## src/rtl/mult_macros.svh

```systemverilog
`ifndef MULT_MACROS_SVH
`define MULT_MACROS_SVH

// operand and result word width
`define MULT_XLEN 64

// command word from the reservation station
`define MULT_CMD_W 10

// reorder buffer entry count
`define MULT_ROB_SIZE 16

// tag width, one spare code above the entry count as in the issue logic
`define MULT_TAG_W ($clog2(`MULT_ROB_SIZE + 1))

// radix-4 retires two multiplier bits per step
`define MULT_ITERS (`MULT_XLEN / 2)

`endif

```

## src/rtl/mult_pkg.sv

```systemverilog
`default_nettype none

`include "mult_macros.svh"

package mult_pkg;

  typedef logic [`MULT_XLEN-1:0]   xlen_t;
  typedef logic [2*`MULT_XLEN-1:0] prod_t;
  // bits 2:0 select the op, bit 3 marks a word op, bits 9:4 pass through
  typedef logic [`MULT_CMD_W-1:0]  cmd_t;
  typedef logic [`MULT_TAG_W-1:0]  rob_tag_t;

  // codes 0 to 3 match the command's low three bits
  typedef enum logic [2:0] {
    MUL_LO  = 3'd0,
    MUL_HSS = 3'd1,
    MUL_HSU = 3'd2,
    MUL_HUU = 3'd3,
    MUL_W   = 3'd4
  } mul_op_e;

  typedef enum logic [1:0] {
    S_WAIT = 2'd0,
    S_BUSY = 2'd1,
    S_DONE = 2'd2
  } issue_state_e;

  typedef struct packed {
    xlen_t    op_a;
    xlen_t    op_b;
    cmd_t     cmd;
    rob_tag_t tag;
  } rs_entry_s;

  typedef struct packed {
    mul_op_e op;
    xlen_t   mag_a;
    xlen_t   mag_b;
    logic    negate;
  } mul_job_s;

  typedef struct packed {
    xlen_t    value;
    cmd_t     cmd;
    rob_tag_t tag;
  } exec_out_s;

endpackage

`default_nettype wire

```

## src/rtl/mult_op_decode.sv

```systemverilog
`default_nettype none

module mult_op_decode (
  input  mult_pkg::rs_entry_s job_i,
  output mult_pkg::mul_job_s  job_o
);
  import mult_pkg::*;

  localparam int unsigned XW   = $bits(xlen_t);
  localparam int unsigned HALF = XW / 2;

  mul_op_e op;
  xlen_t   src_a;
  xlen_t   src_b;
  logic    a_signed;
  logic    b_signed;
  logic    neg_a;
  logic    neg_b;

  // op kind from the command, anything unknown falls into the word op
  always_comb begin
    op = MUL_W;
    if (!job_i.cmd[3]) begin
      case (job_i.cmd[2:0])
        3'd0:    op = MUL_LO;
        3'd1:    op = MUL_HSS;
        3'd2:    op = MUL_HSU;
        3'd3:    op = MUL_HUU;
        default: op = MUL_W;
      endcase
    end
  end

  // word ops work on the sign-extended low halves
  always_comb begin
    if (op == MUL_W) begin
      src_a = {{HALF{job_i.op_a[HALF-1]}}, job_i.op_a[HALF-1:0]};
      src_b = {{HALF{job_i.op_b[HALF-1]}}, job_i.op_b[HALF-1:0]};
    end else begin
      src_a = job_i.op_a;
      src_b = job_i.op_b;
    end
  end

  // only MULHU treats rs1 as unsigned, rs2 is signed for MUL, MULH and MULW
  assign a_signed = (op != MUL_HUU);
  assign b_signed = (op == MUL_LO) || (op == MUL_HSS) || (op == MUL_W);

  assign neg_a = a_signed & src_a[XW-1];
  assign neg_b = b_signed & src_b[XW-1];

  // most negative value maps onto 2^(XW-1), still correct as unsigned
  assign job_o.op     = op;
  assign job_o.mag_a  = neg_a ? (~src_a + xlen_t'(1)) : src_a;
  assign job_o.mag_b  = neg_b ? (~src_b + xlen_t'(1)) : src_b;
  assign job_o.negate = neg_a ^ neg_b;

endmodule

`default_nettype wire

```

## src/rtl/mult_radix4_core.sv

```systemverilog
`default_nettype none

`include "mult_macros.svh"

module mult_radix4_core (
  input  logic            clk_i,
  input  logic            reset_i,
  input  logic            restore_i,
  input  logic            start_i,
  input  mult_pkg::xlen_t a_i,
  input  mult_pkg::xlen_t b_i,
  output logic            done_o,
  output mult_pkg::prod_t prod_o
);
  import mult_pkg::*;

  localparam int unsigned ITERS = `MULT_ITERS;
  localparam int unsigned CNT_W = $clog2(ITERS + 1);

  logic             busy_q;
  logic [CNT_W-1:0] cnt_q;
  logic             step;

  // multiplicand grows by two bits per step, multiplier shrinks
  prod_t mcand_q;
  xlen_t mplier_q;
  prod_t acc_q;
  prod_t pp;

  // last step has retired all multiplier bits
  assign done_o = busy_q && (cnt_q == CNT_W'(ITERS));
  assign step   = busy_q && !done_o;

  always_ff @(posedge clk_i or posedge reset_i) begin
    if (reset_i) begin
      busy_q <= 1'b0;
      cnt_q  <= '0;
    end else if (restore_i) begin
      busy_q <= 1'b0;
      cnt_q  <= '0;
    end else if (start_i) begin
      busy_q <= 1'b1;
      cnt_q  <= '0;
    end else if (done_o) begin
      busy_q <= 1'b0;
    end else if (step) begin
      cnt_q <= cnt_q + CNT_W'(1);
    end
  end

  // partial product for the current two multiplier bits
  always_comb begin
    case (mplier_q[1:0])
      2'd0:    pp = '0;
      2'd1:    pp = mcand_q;
      2'd2:    pp = mcand_q << 1;
      default: pp = mcand_q + (mcand_q << 1);
    endcase
  end

  always_ff @(posedge clk_i) begin
    if (start_i) begin
      mcand_q  <= prod_t'(a_i);
      mplier_q <= b_i;
      acc_q    <= '0;
    end else if (step) begin
      acc_q    <= acc_q + pp;
      mcand_q  <= mcand_q << 2;
      mplier_q <= mplier_q >> 2;
    end
  end

  assign prod_o = acc_q;

endmodule

`default_nettype wire

```

## src/rtl/mult_result_buf.sv

```systemverilog
`default_nettype none

module mult_result_buf (
  input  logic              clk_i,
  input  logic              reset_i,
  input  logic              done_i,
  input  mult_pkg::mul_op_e op_i,
  input  logic              negate_i,
  input  mult_pkg::prod_t   prod_i,
  output mult_pkg::xlen_t   value_o
);
  import mult_pkg::*;

  localparam int unsigned XW   = $bits(xlen_t);
  localparam int unsigned HALF = XW / 2;

  prod_t signed_prod;
  xlen_t value_d;
  xlen_t value_q;

  // restore the sign of the magnitude product
  assign signed_prod = negate_i ? (~prod_i + prod_t'(1)) : prod_i;

  always_comb begin
    case (op_i)
      MUL_LO: value_d = signed_prod[XW-1:0];
      // MULW keeps the low word and sign-extends it
      MUL_W:  value_d = {{HALF{signed_prod[HALF-1]}}, signed_prod[HALF-1:0]};
      default: value_d = signed_prod[2*XW-1:XW];
    endcase
  end

  // held until the next job completes
  always_ff @(posedge clk_i or posedge reset_i) begin
    if (reset_i) begin
      value_q <= '0;
    end else if (done_i) begin
      value_q <= value_d;
    end
  end

  assign value_o = value_q;

endmodule

`default_nettype wire

```

## src/rtl/mult_issue_ctrl.sv

```systemverilog
`default_nettype none

module mult_issue_ctrl (
  input  logic               clk_i,
  input  logic               reset_i,
  input  logic               restore_i,
  input  logic               ready_i,
  input  logic               can_go_i,
  input  logic               done_i,
  input  mult_pkg::mul_job_s job_i,
  input  mult_pkg::cmd_t     cmd_i,
  input  mult_pkg::rob_tag_t tag_i,
  output logic               start_o,
  output logic               stall_o,
  output logic               valid_o,
  output mult_pkg::mul_job_s job_o,
  output mult_pkg::cmd_t     cmd_o,
  output mult_pkg::rob_tag_t tag_o
);
  import mult_pkg::*;

  issue_state_e state_q;
  issue_state_e state_d;
  logic         accept;

  // only an idle lane takes a new entry
  assign accept = (state_q == S_WAIT) && ready_i;

  always_comb begin
    state_d = state_q;
    case (state_q)
      S_WAIT:  if (ready_i) state_d = S_BUSY;
      S_BUSY:  if (done_i) state_d = S_DONE;
      S_DONE:  if (can_go_i) state_d = S_WAIT;
      default: state_d = S_WAIT;
    endcase
  end

  always_ff @(posedge clk_i or posedge reset_i) begin
    if (reset_i) begin
      state_q <= S_WAIT;
    end else if (restore_i) begin
      // flush drops the job in flight
      state_q <= S_WAIT;
    end else begin
      state_q <= state_d;
    end
  end

  // entry is only stable while ready is high, so grab it now
  always_ff @(posedge clk_i) begin
    if (accept) begin
      job_o <= job_i;
      cmd_o <= cmd_i;
      tag_o <= tag_i;
    end
  end

  assign start_o = accept;
  assign stall_o = ~accept;
  assign valid_o = (state_q == S_DONE);

endmodule

`default_nettype wire

```

## src/rtl/mult_exec_stage.sv

```systemverilog
`default_nettype none

module mult_exec_stage (
  input  logic                 clk_i,
  input  logic                 reset_i,
  input  logic                 restore_i,
  input  mult_pkg::rs_entry_s  rs_entry_i,
  input  logic                 ready_i,
  output logic                 stall_o,
  input  logic                 can_go_i,
  output mult_pkg::exec_out_s  exec_o,
  output logic                 valid_o
);
  import mult_pkg::*;

  mul_job_s dec_job;
  mul_job_s held_job;
  cmd_t     held_cmd;
  rob_tag_t held_tag;
  logic     start;
  logic     done;
  prod_t    prod;
  xlen_t    value;

  mult_op_decode u_decode (
    .job_i (rs_entry_i),
    .job_o (dec_job)
  );

  mult_issue_ctrl u_ctrl (
    .clk_i     (clk_i),
    .reset_i   (reset_i),
    .restore_i (restore_i),
    .ready_i   (ready_i),
    .can_go_i  (can_go_i),
    .done_i    (done),
    .job_i     (dec_job),
    .cmd_i     (rs_entry_i.cmd),
    .tag_i     (rs_entry_i.tag),
    .start_o   (start),
    .stall_o   (stall_o),
    .valid_o   (valid_o),
    .job_o     (held_job),
    .cmd_o     (held_cmd),
    .tag_o     (held_tag)
  );

  // core loads its operands on the accept edge, straight from decode
  mult_radix4_core u_core (
    .clk_i     (clk_i),
    .reset_i   (reset_i),
    .restore_i (restore_i),
    .start_i   (start),
    .a_i       (dec_job.mag_a),
    .b_i       (dec_job.mag_b),
    .done_o    (done),
    .prod_o    (prod)
  );

  mult_result_buf u_result (
    .clk_i    (clk_i),
    .reset_i  (reset_i),
    .done_i   (done),
    .op_i     (held_job.op),
    .negate_i (held_job.negate),
    .prod_i   (prod),
    .value_o  (value)
  );

  assign exec_o = '{value: value, cmd: held_cmd, tag: held_tag};

endmodule

`default_nettype wire

```

## config.mk

```make
export PLATFORM = sky130hd
export DESIGN_NAME = mult_exec_stage
export DESIGN_NICKNAME = d
export VERILOG_FILES = /design/src/rtl/mult_pkg.sv /design/src/rtl/mult_op_decode.sv /design/src/rtl/mult_radix4_core.sv /design/src/rtl/mult_result_buf.sv /design/src/rtl/mult_issue_ctrl.sv /design/src/rtl/mult_exec_stage.sv
export VERILOG_INCLUDE_DIRS = /design/src /design/src/rtl
export SDC_FILE = /design/constraint.sdc
export NUM_CORES = 2
export LEC_CHECK = 0
export BUFFER_PORTS_ARGS = -buffer_cell sky130_fd_sc_hd__buf_2
export CAP_MARGIN = 10
export CORE_MARGIN = 2
export CORE_UTILIZATION = 35
export CTS_CLUSTER_DIAMETER = 200
export CTS_CLUSTER_SIZE = 30
export DETAILED_ROUTE_END_ITERATION = 8
export PLACE_DENSITY = 0.63
export SLEW_MARGIN = 0
export SYNTH_ARGS = -nofsm -noshare
export SYNTH_HDL_FRONTEND = slang
export SYNTH_SLANG_ARGS = --single-unit
```

## constraint.sdc

```tcl
create_clock -name clk_i -period 8.2 [get_ports clk_i]
set_input_delay 0.41 -clock clk_i [delete_from_list [all_inputs] [get_ports clk_i]]
set_output_delay 0.41 -clock clk_i [all_outputs]
set_load 0.02 [all_outputs]
```

==> metrics.cfg <==
[global_routing]
grt_pass1_vias=36831
antenna_found_initial=31
grt_use_total=0.2290
grt_max_degree=225
grt_overflow=0
grt_pass1_wl_mm=214.7

[synthesis]
syn_area_um2=39600
ys_seq_elements=412
async_reset_ff_frac=0.1772
synth_warnings=0
synth_edf_count=147
ys_types=83
ys_seq_area_frac=0.2547
syn_nets=5789
synthCells=5370
ys.flop_type=dfxtp_1
syn_area_per_cell_um2=7.374

[placement]
dpl-instance-area_um2=42110
numPortBuffers=228
dp_cells=6847
place_ws_ns=0.1741
gp_congestion=1.009
dp_hpwl_mm=108.9

[finish]
nets=5797
seqCellArea_um2=10080
final_cell_mix=nand2_1 (913), a21oi_1 (645), o21ai_0 (611), nor2_1 (301), ha_1 (269)
layout_commonest_cell=nand2_1
nFillCells=11914
area_growth_pct=8.019
drive_gt1_frac=0.07313
finalCoreUtilization=0.3807
final_area_um2=42770
multiInputGateArea_um2=27960
fin_cells=6904

[timing]
relSlewSlack=0.2589
worst_pin_slew_ns=1.111
hold_viol_final=0
tns_ns=0
hold_ws_ns=0.04730
max_freq_mhz=127.3
slew_viol_final=0
period_share=0.9579
rsz0062_at_grt=false
clock_skew_ns=0.04931
setup_slack_ns=0.3455
setup_violations=0
period_needed_ns=7.855

[critical_path]
end_kind=register
start_kind=register
arrival_ns=8.40
cp_max_fo=8
required_ns=8.75
critical_path_class=register to register

[floorplanning]
die_h_um=340.4
ios=229
design.die.area_um2=115800
die_w_um=340.4
rows=123
core_um2=112300
start_util=0.3525

[power]
power_density_nw_per_um2=177.2
p_leak_nw=17.63
finalPower_mw=7.580
vdd_drop_max_mv=0.1228

[clocking]
cts_max_level=1
cts_sinks=412
cts_tree=done
postCtsSetupBuffers=0
cts_buffers=17
cts-root-buf=clkbuf_16
worstSkewPairLatency_ns=0.62
cts_buffer_depth=3
clkTransAtPathRegs_ns=0.13

[detailed_routing]
detail_route.wirelength_mm=139.3
ant_nets=0
drc=0
first_pass_iters=6
via_per_inst=5.781
wl_per_cell_um=20.17
drt_iter0_markers=3396
via_count=39915

[job]
maxCapViolations=0

[status]
outcome=completed

[min_path]
hold_path.class=primary input to register

==> area by class of cell <==
class,instances,share of cell area
Clock buffer,27,0.01082
Antenna cell,16,0.0009361
Multi-Input combinational cell,4518,0.6537
Inverter,102,0.009127
Clock inverter,2,0.0004095
Sequential cell,412,0.2358
Timing Repair Buffer,327,0.04534
Tap cell,1500,0.04388
==> registers in the layout (all words and copies together) (netlist names) <==
register          count
u_core.cnt_q          6
u_ctrl.tag_o          5
u_core.mcand_q      128
u_ctrl.state_q        2
u_ctrl.job_o          4
u_core.busy_q         1
u_result.value_o     64
u_ctrl.cmd_o         10
u_core.mplier_q      64
u_core.prod_o       128
==> worst max-delay path: stages, from the launching register on <==
cell	delay [ns]
dfxtp_1	0.43
ha_1	0.50
nand4_1	0.19
or3_1	0.46
or3_1	0.42
or4_1	0.46
or3_1	0.53
a2111oi_0	0.68
buf_4	0.22
nand4b_1	0.29
a311o_1	0.29
a21oi_1	0.12
o21ai_0	0.20
xor2_1	0.17
mux2i_1	0.08
o21ai_0	0.21
ha_1	0.37
nand4_1	0.17
o21ai_0	0.11
a21oi_1	0.16
o21a_1	0.12
o21ai_0	0.08
nand2b_1	0.10
a21oi_1	0.06
a2111oi_0	0.65
a21oi_1	0.15
mux2i_1	0.34
mux2i_1	0.21
==> kinds of logic after synthesis <==
kind of cell	Yosys count	share of synthesized area
compound gates	1917	0.2880
xor+xnor	482	0.1066
fa+ha+maj	271	0.08601
buf+inv	440	0.04174
flops	412	0.2547
mux	90	0.02275
simple gates	1758	0.2002
==> layer usage <==
layer	wire length [um]	part of all wire	global-route usage
met3	10430	0.075	0.03329
met4	4177	0.030	0.06021
met5	168	0.0012	0
met1	63810	0.46	0.3261
met2	60690	0.44	0.3602
==> worst paths after layout <==
kind                                        endpoint  depth (start not counted)  slack (ns)          startpoint
worst min register to register     u_ctrl.state_q[0]                          1        0.49   u_ctrl.state_q[1]
worst max-delay path              u_core.prod_o[127]                         27        0.35  u_core.mcand_q[70]
worst min-delay path                 u_ctrl.cmd_o[2]                          1        0.05       rs_entry_i[7]
worst max register to register    u_core.prod_o[127]                         27        0.35  u_core.mcand_q[70]
max in group asynchronous       u_result.value_o[44]                          3        7.55             reset_i
min in group asynchronous       u_result.value_o[47]                          3        0.07             reset_i
==> timing repair <==
item | in CTS | in global routing
hold buffers | 12 | 0
endpoints found under the setup margin | 0 | 15
resized for setup | 0 | 8
hold endpoints to repair | 14 | 0
==> report_power, final <==
part | internal (mW) | total, mW | switching [mW]
clock | 0.402 | 1.15 | 0.743
combinational | 1.36 | 3.70 | 2.35
sequential | 2.37 | 2.73 | 0.360
==> cells in the mapped netlist (6+ instances only) <==
library cell,instances,area share
a211o_1,8,0.0018
a211oi_1,17,0.0032
a21boi_0,16,0.0030
a21o_1,154,0.029
a21oi_1,645,0.082
a221oi_1,8,0.0018
a22o_1,8,0.0018
a22oi_1,16,0.0030
a31oi_1,46,0.0073
and2_1,22,0.0035
and3_1,19,0.0030
and4_1,7,0.0015
buf_1,22,0.0021
clkbuf_1,315,0.030
dfrtp_1,73,0.046
dfxtp_1,192,0.097
edfxtp_1,147,0.11
ha_1,269,0.085
inv_1,102,0.0097
mux2i_1,90,0.023
nand2_1,914,0.087
nand2b_1,40,0.0063
nand3_1,49,0.0062
nand3b_1,6,0.0011
nand4_1,135,0.021
nor2_1,305,0.029
nor2b_1,25,0.0039
nor3_1,86,0.011
nor4_1,27,0.0043
o211ai_1,8,0.0015
o21a_1,82,0.016
o21ai_0,612,0.077
o21bai_1,81,0.015
o221ai_1,56,0.012
o31ai_1,77,0.015
o41ai_1,25,0.0055
or2_2,19,0.0030
or3_1,56,0.0088
or4_1,25,0.0047
xnor2_1,243,0.054
xor2_1,239,0.053
Power figures use the tool's default switching activity.
